==> src/hw/aemb_defines.svh <==
// AEMB core global widths, register count and reset vector
`ifndef AEMB_DEFINES_SVH
`define AEMB_DEFINES_SVH

// Datapath and bus word width
`define AEMB_DW 32

// Architectural registers, r0 hardwired to zero
`define AEMB_NREG 32

// Major opcode field, instruction bits 31 to 26
`define AEMB_OPW 6

// First instruction fetch address after reset
`define AEMB_RESET_PC 32'h0000_0000

// Instruction field positions
`define AEMB_OPC_LSB 26
`define AEMB_RD_LSB 21
`define AEMB_RA_LSB 16
`define AEMB_RB_LSB 11

// Width of the raw immediate field
`define AEMB_IMMW 16

`endif

==> src/hw/aembIsaPkg.sv <==
// AEMB instruction set types, opcode encodings and the decoded control word
`include "aemb_defines.svh"

package aembIsaPkg;

  typedef logic [$clog2(`AEMB_NREG)-1:0] regIdx_t;  // Register number
  typedef logic [`AEMB_DW-1:0] simm_t;              // Sign-extended immediate

  // Major opcodes of the supported subset
  // Bit 3 set marks the immediate form of the ALU ops
  typedef enum logic [`AEMB_OPW-1:0] {
    OP_ADD    = 6'b000000,  // rD = rA + rB
    OP_RSUB   = 6'b000001,  // rD = rB - rA
    OP_ADDI   = 6'b001000,
    OP_RSUBI  = 6'b001001,
    OP_OR     = 6'b100000,
    OP_AND    = 6'b100001,
    OP_XOR    = 6'b100010,
    OP_ORI    = 6'b101000,
    OP_ANDI   = 6'b101001,
    OP_XORI   = 6'b101010,
    OP_BRI    = 6'b101110,  // Unconditional, pc relative
    OP_BCONDI = 6'b101111,  // rD field picks eq or ne
    OP_LWI    = 6'b111010,  // Word load, rA + imm
    OP_SWI    = 6'b111110   // Word store of rD
  } opcode_t;

  // ALU function select
  typedef enum logic [2:0] {
    ALU_ADD,
    ALU_RSUB,
    ALU_OR,
    ALU_AND,
    ALU_XOR,
    ALU_PASS  // Operand B straight through
  } aluOp_t;

  // Control word handed from decode to execute
  typedef struct packed {
    aluOp_t  aluOp;
    logic    useImm;        // Operand B is the immediate
    logic    wrEn;          // Result goes back to rd
    regIdx_t rd;
    logic    isLoad;
    logic    isStore;
    logic    isBranch;
    logic    branchIfZero;  // Taken on rA == 0, else on rA != 0
    simm_t   imm;
    regIdx_t ra;
    regIdx_t rb;            // Holds rd for stores
  } ctrl_t;

endpackage

==> src/hw/aembBusPkg.sv <==
// AEMB memory port types for the instruction and data sides
`include "aemb_defines.svh"

package aembBusPkg;

  typedef logic [`AEMB_DW-1:0] word_t;  // Data or instruction word
  typedef logic [`AEMB_DW-1:0] addr_t;  // Byte address

  // Instruction side request
  // Address always word aligned
  typedef struct packed {
    logic  en;    // Fetch wanted this cycle
    addr_t addr;
  } imemReq_t;

  // Data side request
  // Write data only meaningful with we set
  typedef struct packed {
    logic  en;    // Access wanted this cycle
    logic  we;    // Store when set, load otherwise
    addr_t addr;
    word_t data;
  } dmemReq_t;

  // Handshake
  // Request holds while ready is low
  // Read data valid in the cycle ready is high
  // Write taken on the edge that closes a ready cycle

endpackage

==> src/hw/aembFetch.sv <==
// AEMB fetch unit holding the program counter and fetch register, with branch redirect
`timescale 1ns/1ps
`include "aemb_defines.svh"

module aembFetch
  import aembBusPkg::*;
(
  input  logic     sysClk_i,
  input  logic     arstN_i,
  input  logic     en_i,            // Global pipeline enable
  input  logic     branchTaken_i,
  input  addr_t    branchTarget_i,
  output imemReq_t imemReq_o,
  input  word_t    imemData_i,
  output word_t    instr_o,
  output addr_t    pc_o,            // Address of instr_o
  output logic     instrValid_o
);

  logic  reqEn;      // Off through reset, on from the first edge after
  addr_t pcReq;      // Next sequential fetch address
  addr_t fetchAddr;
  logic  capture;
  word_t instrReg;
  addr_t pcReg;
  logic  validReg;

  // Redirect straight onto the bus so the target is fetched in the branch cycle
  assign fetchAddr = branchTaken_i ? branchTarget_i : pcReq;

  assign imemReq_o.en   = reqEn;
  assign imemReq_o.addr = fetchAddr;

  assign capture = en_i & reqEn;

  always_ff @(posedge sysClk_i or negedge arstN_i) begin
    if (!arstN_i) begin
      reqEn    <= 1'b0;
      pcReq    <= `AEMB_RESET_PC;
      validReg <= 1'b0;
    end else begin
      reqEn <= 1'b1;
      if (capture) begin
        pcReq    <= fetchAddr + 32'd4;
        validReg <= 1'b1;
      end
    end
  end

  // Fetched word and its address
  always_ff @(posedge sysClk_i) begin
    if (capture) begin
      instrReg <= imemData_i;
      pcReg    <= fetchAddr;
    end
  end

  assign instr_o = instrReg;
  assign pc_o    = pcReg;

  // Word behind a taken branch turns into a bubble
  assign instrValid_o = validReg & ~branchTaken_i;

endmodule

==> src/hw/aembDecode.sv <==
// AEMB decoder turning the fetched word into a registered control word, with load stall
`timescale 1ns/1ps
`include "aemb_defines.svh"

module aembDecode
  import aembIsaPkg::*;
  import aembBusPkg::*;
(
  input  logic  sysClk_i,
  input  logic  arstN_i,
  input  logic  en_i,          // Both memories ready
  input  word_t instr_i,
  input  addr_t pc_i,
  input  logic  instrValid_i,
  output ctrl_t ctrl_o,
  output addr_t pcD_o,
  output logic  loadStall_o
);

  opcode_t opc;
  regIdx_t rdF;
  regIdx_t raF;
  regIdx_t rbF;
  simm_t   immExt;
  logic    immForm;
  ctrl_t   ctrlNext;
  logic    loadSecond;  // Load already spent its stall cycle
  logic    advance;

  // Write disabled, no memory or branch side effects
  function automatic ctrl_t nopCtrl();
    ctrl_t c;
    c       = '0;
    c.aluOp = ALU_PASS;
    return c;
  endfunction

  assign opc     = opcode_t'(instr_i[`AEMB_OPC_LSB +: `AEMB_OPW]);
  assign rdF     = instr_i[`AEMB_RD_LSB +: $bits(regIdx_t)];
  assign raF     = instr_i[`AEMB_RA_LSB +: $bits(regIdx_t)];
  assign rbF     = instr_i[`AEMB_RB_LSB +: $bits(regIdx_t)];
  assign immExt  = {{(`AEMB_DW-`AEMB_IMMW){instr_i[`AEMB_IMMW-1]}}, instr_i[`AEMB_IMMW-1:0]};
  assign immForm = instr_i[`AEMB_OPC_LSB+3];  // Opcode bit 3

  always_comb begin
    ctrlNext     = nopCtrl();
    ctrlNext.rd  = rdF;
    ctrlNext.ra  = raF;
    ctrlNext.rb  = rbF;
    ctrlNext.imm = immExt;
    if (instrValid_i) begin
      case (opc)
        OP_ADD, OP_ADDI: begin
          ctrlNext.aluOp  = ALU_ADD;
          ctrlNext.useImm = immForm;
          ctrlNext.wrEn   = 1'b1;
        end
        OP_RSUB, OP_RSUBI: begin
          ctrlNext.aluOp  = ALU_RSUB;
          ctrlNext.useImm = immForm;
          ctrlNext.wrEn   = 1'b1;
        end
        OP_OR, OP_ORI: begin
          ctrlNext.aluOp  = ALU_OR;
          ctrlNext.useImm = immForm;
          ctrlNext.wrEn   = 1'b1;
        end
        OP_AND, OP_ANDI: begin
          ctrlNext.aluOp  = ALU_AND;
          ctrlNext.useImm = immForm;
          ctrlNext.wrEn   = 1'b1;
        end
        OP_XOR, OP_XORI: begin
          ctrlNext.aluOp  = ALU_XOR;
          ctrlNext.useImm = immForm;
          ctrlNext.wrEn   = 1'b1;
        end
        OP_BRI: begin
          // Test r0 for zero, always true
          ctrlNext.isBranch     = 1'b1;
          ctrlNext.branchIfZero = 1'b1;
          ctrlNext.ra           = '0;
        end
        OP_BCONDI: begin
          ctrlNext.isBranch     = 1'b1;
          ctrlNext.branchIfZero = (rdF == '0);  // beqi, anything else as bnei
        end
        OP_LWI: begin
          ctrlNext.aluOp  = ALU_ADD;  // Address from the ALU
          ctrlNext.useImm = 1'b1;
          ctrlNext.wrEn   = 1'b1;
          ctrlNext.isLoad = 1'b1;
        end
        OP_SWI: begin
          ctrlNext.aluOp   = ALU_ADD;
          ctrlNext.useImm  = 1'b1;
          ctrlNext.isStore = 1'b1;
          ctrlNext.rb      = rdF;     // Store data read on port B
        end
        default: ;                   // Unknown opcode stays a no-op
      endcase
    end
  end

  // Stall cycle is the first cycle a load spends in execute
  assign loadStall_o = ctrl_o.isLoad & ~loadSecond;
  assign advance     = en_i & ~loadStall_o;

  always_ff @(posedge sysClk_i or negedge arstN_i) begin
    if (!arstN_i) begin
      ctrl_o     <= nopCtrl();
      loadSecond <= 1'b0;
    end else if (loadStall_o) begin
      loadSecond <= 1'b1;             // Hold the load for its second cycle
    end else if (advance) begin
      ctrl_o     <= ctrlNext;
      loadSecond <= 1'b0;
    end
  end

  always_ff @(posedge sysClk_i) begin
    if (advance) pcD_o <= pc_i;
  end

endmodule

==> src/hw/aembRegFile.sv <==
// AEMB register file with two combinational read ports and a buffered write port
`timescale 1ns/1ps
`include "aemb_defines.svh"

module aembRegFile
  import aembIsaPkg::*;
  import aembBusPkg::*;
(
  input  logic    sysClk_i,
  input  logic    arstN_i,
  input  regIdx_t rdIdxA_i,
  input  regIdx_t rdIdxB_i,
  output word_t   rdDataA_o,
  output word_t   rdDataB_o,
  input  logic    wrEn_i,
  input  regIdx_t wrIdx_i,
  input  word_t   wrData_i
);

  word_t   regs [`AEMB_NREG];
  logic    bufEn;    // Write waiting to land in the array
  regIdx_t bufIdx;
  word_t   bufData;

  // Write buffer keeps the array update off the execute path
  always_ff @(posedge sysClk_i or negedge arstN_i) begin
    if (!arstN_i) begin
      bufEn   <= 1'b0;
      bufIdx  <= '0;
      bufData <= '0;
      for (int i = 0; i < `AEMB_NREG; i++) regs[i] <= '0;
    end else begin
      bufEn   <= wrEn_i & (wrIdx_i != '0);  // r0 never written
      bufIdx  <= wrIdx_i;
      bufData <= wrData_i;
      if (bufEn) regs[bufIdx] <= bufData;
    end
  end

  // Buffered write wins over the stale array entry
  function automatic word_t readPort(regIdx_t idx);
    word_t val;
    if (idx == '0) val = '0;
    else if (bufEn && (bufIdx == idx)) val = bufData;
    else val = regs[idx];
    return val;
  endfunction

  assign rdDataA_o = readPort(rdIdxA_i);
  assign rdDataB_o = readPort(rdIdxB_i);

endmodule

==> src/hw/aembExecute.sv <==
// AEMB execute unit with ALU, branch resolve, data memory access and writeback select
`timescale 1ns/1ps

module aembExecute
  import aembIsaPkg::*;
  import aembBusPkg::*;
(
  input  logic     en_i,            // Global pipeline enable
  input  ctrl_t    ctrl_i,
  input  addr_t    pc_i,            // Address of this instruction
  input  word_t    opA_i,
  input  word_t    opB_i,
  input  logic     loadStall_i,
  output dmemReq_t dmemReq_o,
  input  word_t    dmemData_i,
  output logic     wrEn_o,
  output regIdx_t  wrIdx_o,
  output word_t    wrData_o,
  output logic     branchTaken_o,
  output addr_t    branchTarget_o
);

  word_t aluB;
  word_t aluRes;
  logic  opAZero;

  assign aluB = ctrl_i.useImm ? ctrl_i.imm : opB_i;

  always_comb begin
    case (ctrl_i.aluOp)
      ALU_ADD:  aluRes = opA_i + aluB;
      ALU_RSUB: aluRes = aluB - opA_i;  // Reverse subtract
      ALU_OR:   aluRes = opA_i | aluB;
      ALU_AND:  aluRes = opA_i & aluB;
      ALU_XOR:  aluRes = opA_i ^ aluB;
      default:  aluRes = aluB;
    endcase
  end

  // Branches, BRI comes in as a zero test on r0
  assign opAZero        = (opA_i == '0);
  assign branchTaken_o  = ctrl_i.isBranch & (opAZero == ctrl_i.branchIfZero);
  assign branchTarget_o = pc_i + ctrl_i.imm;

  // Load address settles in the stall cycle, request goes out in the second
  assign dmemReq_o.en   = ctrl_i.isStore | (ctrl_i.isLoad & ~loadStall_i);
  assign dmemReq_o.we   = ctrl_i.isStore;
  assign dmemReq_o.addr = aluRes;  // rA + imm
  assign dmemReq_o.data = opB_i;   // rD on port B

  // Writeback
  assign wrEn_o   = en_i & ctrl_i.wrEn;
  assign wrIdx_o  = ctrl_i.rd;
  assign wrData_o = ctrl_i.isLoad ? dmemData_i : aluRes;

endmodule

==> src/hw/aembCore.sv <==
// AEMB core top joining fetch, decode, register file and execute under one enable
`timescale 1ns/1ps

module aembCore
  import aembIsaPkg::*;
  import aembBusPkg::*;
(
  input  logic     sysClk_i,
  input  logic     arstN_i,
  output imemReq_t imemReq_o,
  input  word_t    imemData_i,
  input  logic     imemReady_i,
  output dmemReq_t dmemReq_o,
  input  word_t    dmemData_i,
  input  logic     dmemReady_i
);

  logic    memEn;        // Both memories done this cycle
  logic    gEn;          // Global pipeline enable
  logic    loadStall;
  word_t   instrF;
  addr_t   pcF;
  logic    validF;
  ctrl_t   ctrlD;
  addr_t   pcD;
  word_t   opA;
  word_t   opB;
  logic    wrEn;
  regIdx_t wrIdx;
  word_t   wrData;
  logic    branchTaken;
  addr_t   branchTarget;

  assign memEn = imemReady_i & dmemReady_i;
  assign gEn   = memEn & ~loadStall;

  aembFetch i_aembFetch (
    .sysClk_i       (sysClk_i),
    .arstN_i        (arstN_i),
    .en_i           (gEn),
    .branchTaken_i  (branchTaken),
    .branchTarget_i (branchTarget),
    .imemReq_o      (imemReq_o),
    .imemData_i     (imemData_i),
    .instr_o        (instrF),
    .pc_o           (pcF),
    .instrValid_o   (validF)
  );

  // Decode gates its own advance with the load stall
  aembDecode i_aembDecode (
    .sysClk_i     (sysClk_i),
    .arstN_i      (arstN_i),
    .en_i         (memEn),
    .instr_i      (instrF),
    .pc_i         (pcF),
    .instrValid_i (validF),
    .ctrl_o       (ctrlD),
    .pcD_o        (pcD),
    .loadStall_o  (loadStall)
  );

  aembRegFile i_aembRegFile (
    .sysClk_i  (sysClk_i),
    .arstN_i   (arstN_i),
    .rdIdxA_i  (ctrlD.ra),
    .rdIdxB_i  (ctrlD.rb),
    .rdDataA_o (opA),
    .rdDataB_o (opB),
    .wrEn_i    (wrEn),
    .wrIdx_i   (wrIdx),
    .wrData_i  (wrData)
  );

  aembExecute i_aembExecute (
    .en_i           (gEn),
    .ctrl_i         (ctrlD),
    .pc_i           (pcD),
    .opA_i          (opA),
    .opB_i          (opB),
    .loadStall_i    (loadStall),
    .dmemReq_o      (dmemReq_o),
    .dmemData_i     (dmemData_i),
    .wrEn_o         (wrEn),
    .wrIdx_o        (wrIdx),
    .wrData_o       (wrData),
    .branchTaken_o  (branchTaken),
    .branchTarget_o (branchTarget)
  );

endmodule

==> config.mk <==
export PLATFORM = sky130hd
export DESIGN_NAME = aembCore
export DESIGN_NICKNAME = d
export VERILOG_FILES = /design/src/hw/aembIsaPkg.sv /design/src/hw/aembBusPkg.sv /design/src/hw/aembFetch.sv /design/src/hw/aembDecode.sv /design/src/hw/aembRegFile.sv /design/src/hw/aembExecute.sv /design/src/hw/aembCore.sv
export VERILOG_INCLUDE_DIRS = /design/src /design/src/hw
export SDC_FILE = /design/constraint.sdc
export NUM_CORES = 2
export LEC_CHECK = 0
export BUFFER_PORTS_ARGS = -buffer_cell sky130_fd_sc_hd__buf_4
export CELL_PAD_IN_SITES_DETAIL_PLACEMENT = 1
export CELL_PAD_IN_SITES_GLOBAL_PLACEMENT = 1
export CORE_ASPECT_RATIO = 1.2
export CORE_MARGIN = 5
export CORE_UTILIZATION = 53
export DETAILED_ROUTE_END_ITERATION = 6
export GPL_ROUTABILITY_DRIVEN = 0
export GPL_TIMING_DRIVEN = 1
export PLACE_DENSITY_LB_ADDON = 0.1
export SLEW_MARGIN = 20
export SYNTH_ARGS = -nofsm -noshare
export SYNTH_HDL_FRONTEND = slang
export SYNTH_HIERARCHICAL = 1
export SYNTH_SLANG_ARGS = --single-unit
==> constraint.sdc <==
create_clock -name sysClk_i -period 8 [get_ports sysClk_i]
set_input_delay 1.6 -clock sysClk_i [delete_from_list [all_inputs] [get_ports sysClk_i]]
set_output_delay 1.6 -clock sysClk_i [all_outputs]
set_load 0.005 [all_outputs]
==> impl_metrics.yaml <==
cts:
  cts_tree: "built"
  cts_made_buffers: 135
  cts.reportedPaths.clkPinSlew_ps: 60
  cts_root_buffer: "clkbuf_16"
  clockBufferDepth: 3
  worstSkewPairLatency_ps: 780
  clock-sinks: 1233
  htree_levels: 4
drt:
  drc_errors: 0
  wire_per_inst_um: 35.1
  vias_per_cell: 6.90
  drt_first_pass_iters: 5
  drt_iter0_drc: 5229
  routed-via-count: 52000
  ant_nets: 0
  wl_um: 265000
final_layout:
  fill_cells: 12800
  syn_to_final_growth_pct: 14.0
  utilization: 0.609
  final_area_um2: 80600
  final_layout_size_suffix_gt1_frac: 0.432
  final_net_count: 5857
die:
  die_w_um: 343
  floorplan.die_area_um2: 141000
  start_util: 0.534
  pin_count: 167
  std_cell_rows: 146
  die_h_um: 410
  coreArea_um2: 132000
yosys:
  netlist_instances: 5463
  synth_edf_count: 96
  async_flop_share: 0.922
  synth_area_per_cell_um2: 12.9
  syn_nets: 5662
  synth_flop_cell: "dfrtp_1"
  synth-seq-cells: 1233
  synth_seq_area_share: 0.443
  ys_warn_count: 6
  synth_cell_types: 98
  netlist_area_um2: 70700
worst_hold_path:
  min_path_type: "flip-flop to flip-flop"
  min-delay-start: "i_aembDecode/ctrl_o[49]$_DFFE_PN0P_"
  whs_path_depth: 0
global_routing:
  first_global_vias: 56300
  antenna_found_initial: 8
  grt_util_met1: 0.465
  use_met2: 0.603
  grt_max_degree: 171
  gr-total-overflow: 0
  grt_usage: 0.372
  busiest_layer: "met2"
  use_met3: 0.0825
  grt_first_pass_wirelength_um: 385000
timing:
  max_freq_mhz: 120
  hold_viol: 0
  drv_slew: 0
  worst_pin_slew_ps: 1120
  rsz0062_at_grt: "yes"
  setup_tns_ps: -1510
  slew-limit-headroom: 0.251
  setup_ws_ps: -300
  post-route-min-period_ps: 8300
  setup_viol: 8
  clock_skew_ps: 25.7
  timing.final.crit_share: 1.04
placed_design:
  dpl.hpwl_um: 166000
  portBuffers: 166
  place_area_um2: 74700
  place_ws_ps: -13.7
worst_setup_path:
  r2r_end: "i_aembFetch/pcReq[22]$_DFFE_PN0P_"
  crit_slowest_cell: "dfrtp_4"
  cp_num_cells: 22
  cp.required_ps: 6400
  timing.rr.start: "i_aembDecode/ctrl_o[6]$_DFFE_PN0P_"
  startpoint: "i_aembDecode/ctrl_o[6]$_DFFE_PN0P_"
  critPathBufInv: 4
  cp_max_fo: 62
  reg2reg_depth: 25
  cp-end-kind: "output port"
  arrival_ps: 6700
  rrSetupSlack_ps: 1350
  crit_chain: "buf_12 -> buf_16 -> buf_12 -> mux4_2 -> nor2b_1 -> a2111oi_0 -> a31oi_1 -> a22o_1 -> nor4_4 -> nand3_2 -> o41ai_2 -> xnor2_1 -> ha_1 -> a21o_1 -> a21o_1 -> a21o_1 -> a21o_1 -> a21oi_2 -> nor2_2 -> mux2i_2 -> o2111ai_2 -> buf_4"
  cp-endpoint: "dmemReq_o[63]"
  cp-start-kind: "flip-flop"
  worstSetupPathType: "flip-flop to output port"
  path_delay_family: "compound AO/OA/AOI/OAI gates"
  crit_top_cell: "a21o_1"
  slowest_delay_ps: 520
run:
  cap_violations: 0
status:
  violations: "setup timing"
  status: "complete, but fails checks"
power:
  leakage_nw: 37.7
  power_density_nw_per_um2: 219
  p_total_mw: 17.6
  vdd_drop_max_uv: 233
worst min path at each step:
stage | slack, ps | to
floorplan | 400 | i_aembDecode/pcD_o[0]$_DFFE_PP_
global placement | 380 | i_aembRegFile/bufIdx[2]$_DFF_PN0_
detailed placement | 390 | i_aembRegFile/bufIdx[3]$_DFF_PN0_
CTS | 400 | i_aembRegFile/bufIdx[3]$_DFF_PN0_
global route | 410 | i_aembRegFile/bufIdx[3]$_DFF_PN0_
finish | 390 | i_aembRegFile/bufIdx[3]$_DFF_PN0_
flip-flops by register name (all words and copies together), names as in the netlist:
name / count
i_aembFetch/reqEn: 1
i_aembDecode/loadSecond: 1
i_aembRegFile/regs: 1024
i_aembDecode/ctrl_o: 40
i_aembFetch/validReg: 1
i_aembFetch/pcReq: 32
i_aembRegFile/bufEn: 1
i_aembFetch/instr_o: 32
i_aembRegFile/bufData: 32
i_aembDecode/pcD_o: 32
i_aembFetch/pc_o: 32
i_aembRegFile/bufIdx: 5
where the power goes:
group,switching [mW],internal (mW)
combinational,2.60,1.70
clock,2.67,3.69
sequential,0.388,6.60
Yosys cell counts, types with 14 or more instances:
master,count,share of area
dfrtp_1,1135,0.40
mux2_2,1104,0.18
mux4_2,393,0.13
nand2_1,320,0.017
mux2i_1,295,0.042
clkbuf_1,231,0.012
o21ai_0,155,0.011
a21oi_1,147,0.010
a22oi_1,131,0.014
ha_1,129,0.023
buf_2,126,0.0089
nor2_1,123,0.0065
inv_1,106,0.0056
edfxtp_1,96,0.041
xnor2_1,76,0.0094
buf_4,74,0.0079
buf_1,70,0.0037
nand3_1,55,0.0039
a211oi_1,50,0.0053
nor3_1,49,0.0035
nor2b_1,46,0.0041
o22ai_1,38,0.0034
o221ai_1,37,0.0046
a21o_1,35,0.0037
xor2_1,30,0.0037
a32o_1,26,0.0037
a31oi_1,25,0.0022
nand2b_1,19,0.0017
a211o_1,17,0.0021
and3_1,17,0.0015
o31ai_1,17,0.0018
o211ai_1,16,0.0017
nand4_1,15,0.0013
mux4_1,14,0.0052
nand3b_1,14,0.0015
o21a_1,14,0.0015
routing by layer:
| layer | share of wire | vias to the layer above |
|---|---|---|
| li1 | - | 21000 |
| met2 | 0.48 | 2553 |
| met5 | 0.00018 | - |
| met3 | 0.085 | 814 |
| met1 | 0.37 | 27700 |
| met4 | 0.065 | 6 |
kinds of logic after synthesis:
family	after synthesis	synth area share
mux	1806	0.348
fa+ha+maj	131	0.0234
xor+xnor	107	0.0134
buf+inv	631	0.0424
simple gates	742	0.0511
compound gates	812	0.0782
other cells	1	0.0000531
flops	1233	0.443
cell type report:
type,count,area (um2),area share
Clock inverter,35,392,0.00486
Inverter,108,409,0.00508
Sequential cell,1233,31400,0.389
Multi-Input combinational cell,3599,37100,0.460
Antenna cell,4,10.0,0.000124
Tap cell,1776,2220,0.0276
Timing Repair Buffer,581,5060,0.0628
Clock buffer,202,4040,0.0501
cells in the final DEF, fill, tap and decap left out, types with 39 or more instances in the layout:
master / instances
a211oi_1: 45
inv_1: 102
nand2_1: 293
dfrtp_1: 1124
xnor2_1: 76
mux2i_1: 292
mux4_2: 393
ha_1: 126
o21ai_0: 150
nor2_1: 97
nand3_1: 53
a22oi_1: 122
buf_4: 521
clkbuf_16: 142
nor3_1: 39
mux2_2: 1104
nor2b_1: 43
a21oi_1: 129
edfxtp_1: 96
repair_timing:
item / CTS / global route
gates resized for setup: 60 / 103
cloned: 4 / 0
pin swaps: 22 / 58
endpoints found under the setup margin: 55 / 41
setup buffers: 37 / 41
hold buffers: 0 / 0
through the flow:
stage / hold slack [ps] / cells
2_1_floorplan: 400 / 5463
3_3_place_gp: 385 / 7217
3_5_place_dp: 385 / 7217
4_1_cts: 397 / 7494
5_1_grt: 410 / 7534
6_report: 391 / 7538
worst register-to-register path, stage by stage (launching register included):
cell and delay (ps):
dfrtp_4 520, buf_12 160, buf_16 270, buf_12 420, mux4_2 400, nor2b_1 150
a2111oi_0 460, a31oi_1 80, a22o_1 410, nor4_4 420, nand3_2 160, buf_4 180
nor4_1 220, buf_4 260, xnor2_1 170, and2_4 300, buf_4 190, mux2_2 170
buf_4 120, ha_1 220, inv_1 70, a221oi_2 180, buf_4 240, and4_1 410
a31oi_1 150, o31ai_2 230
Note: power is estimated with default switching activity, not from simulation.
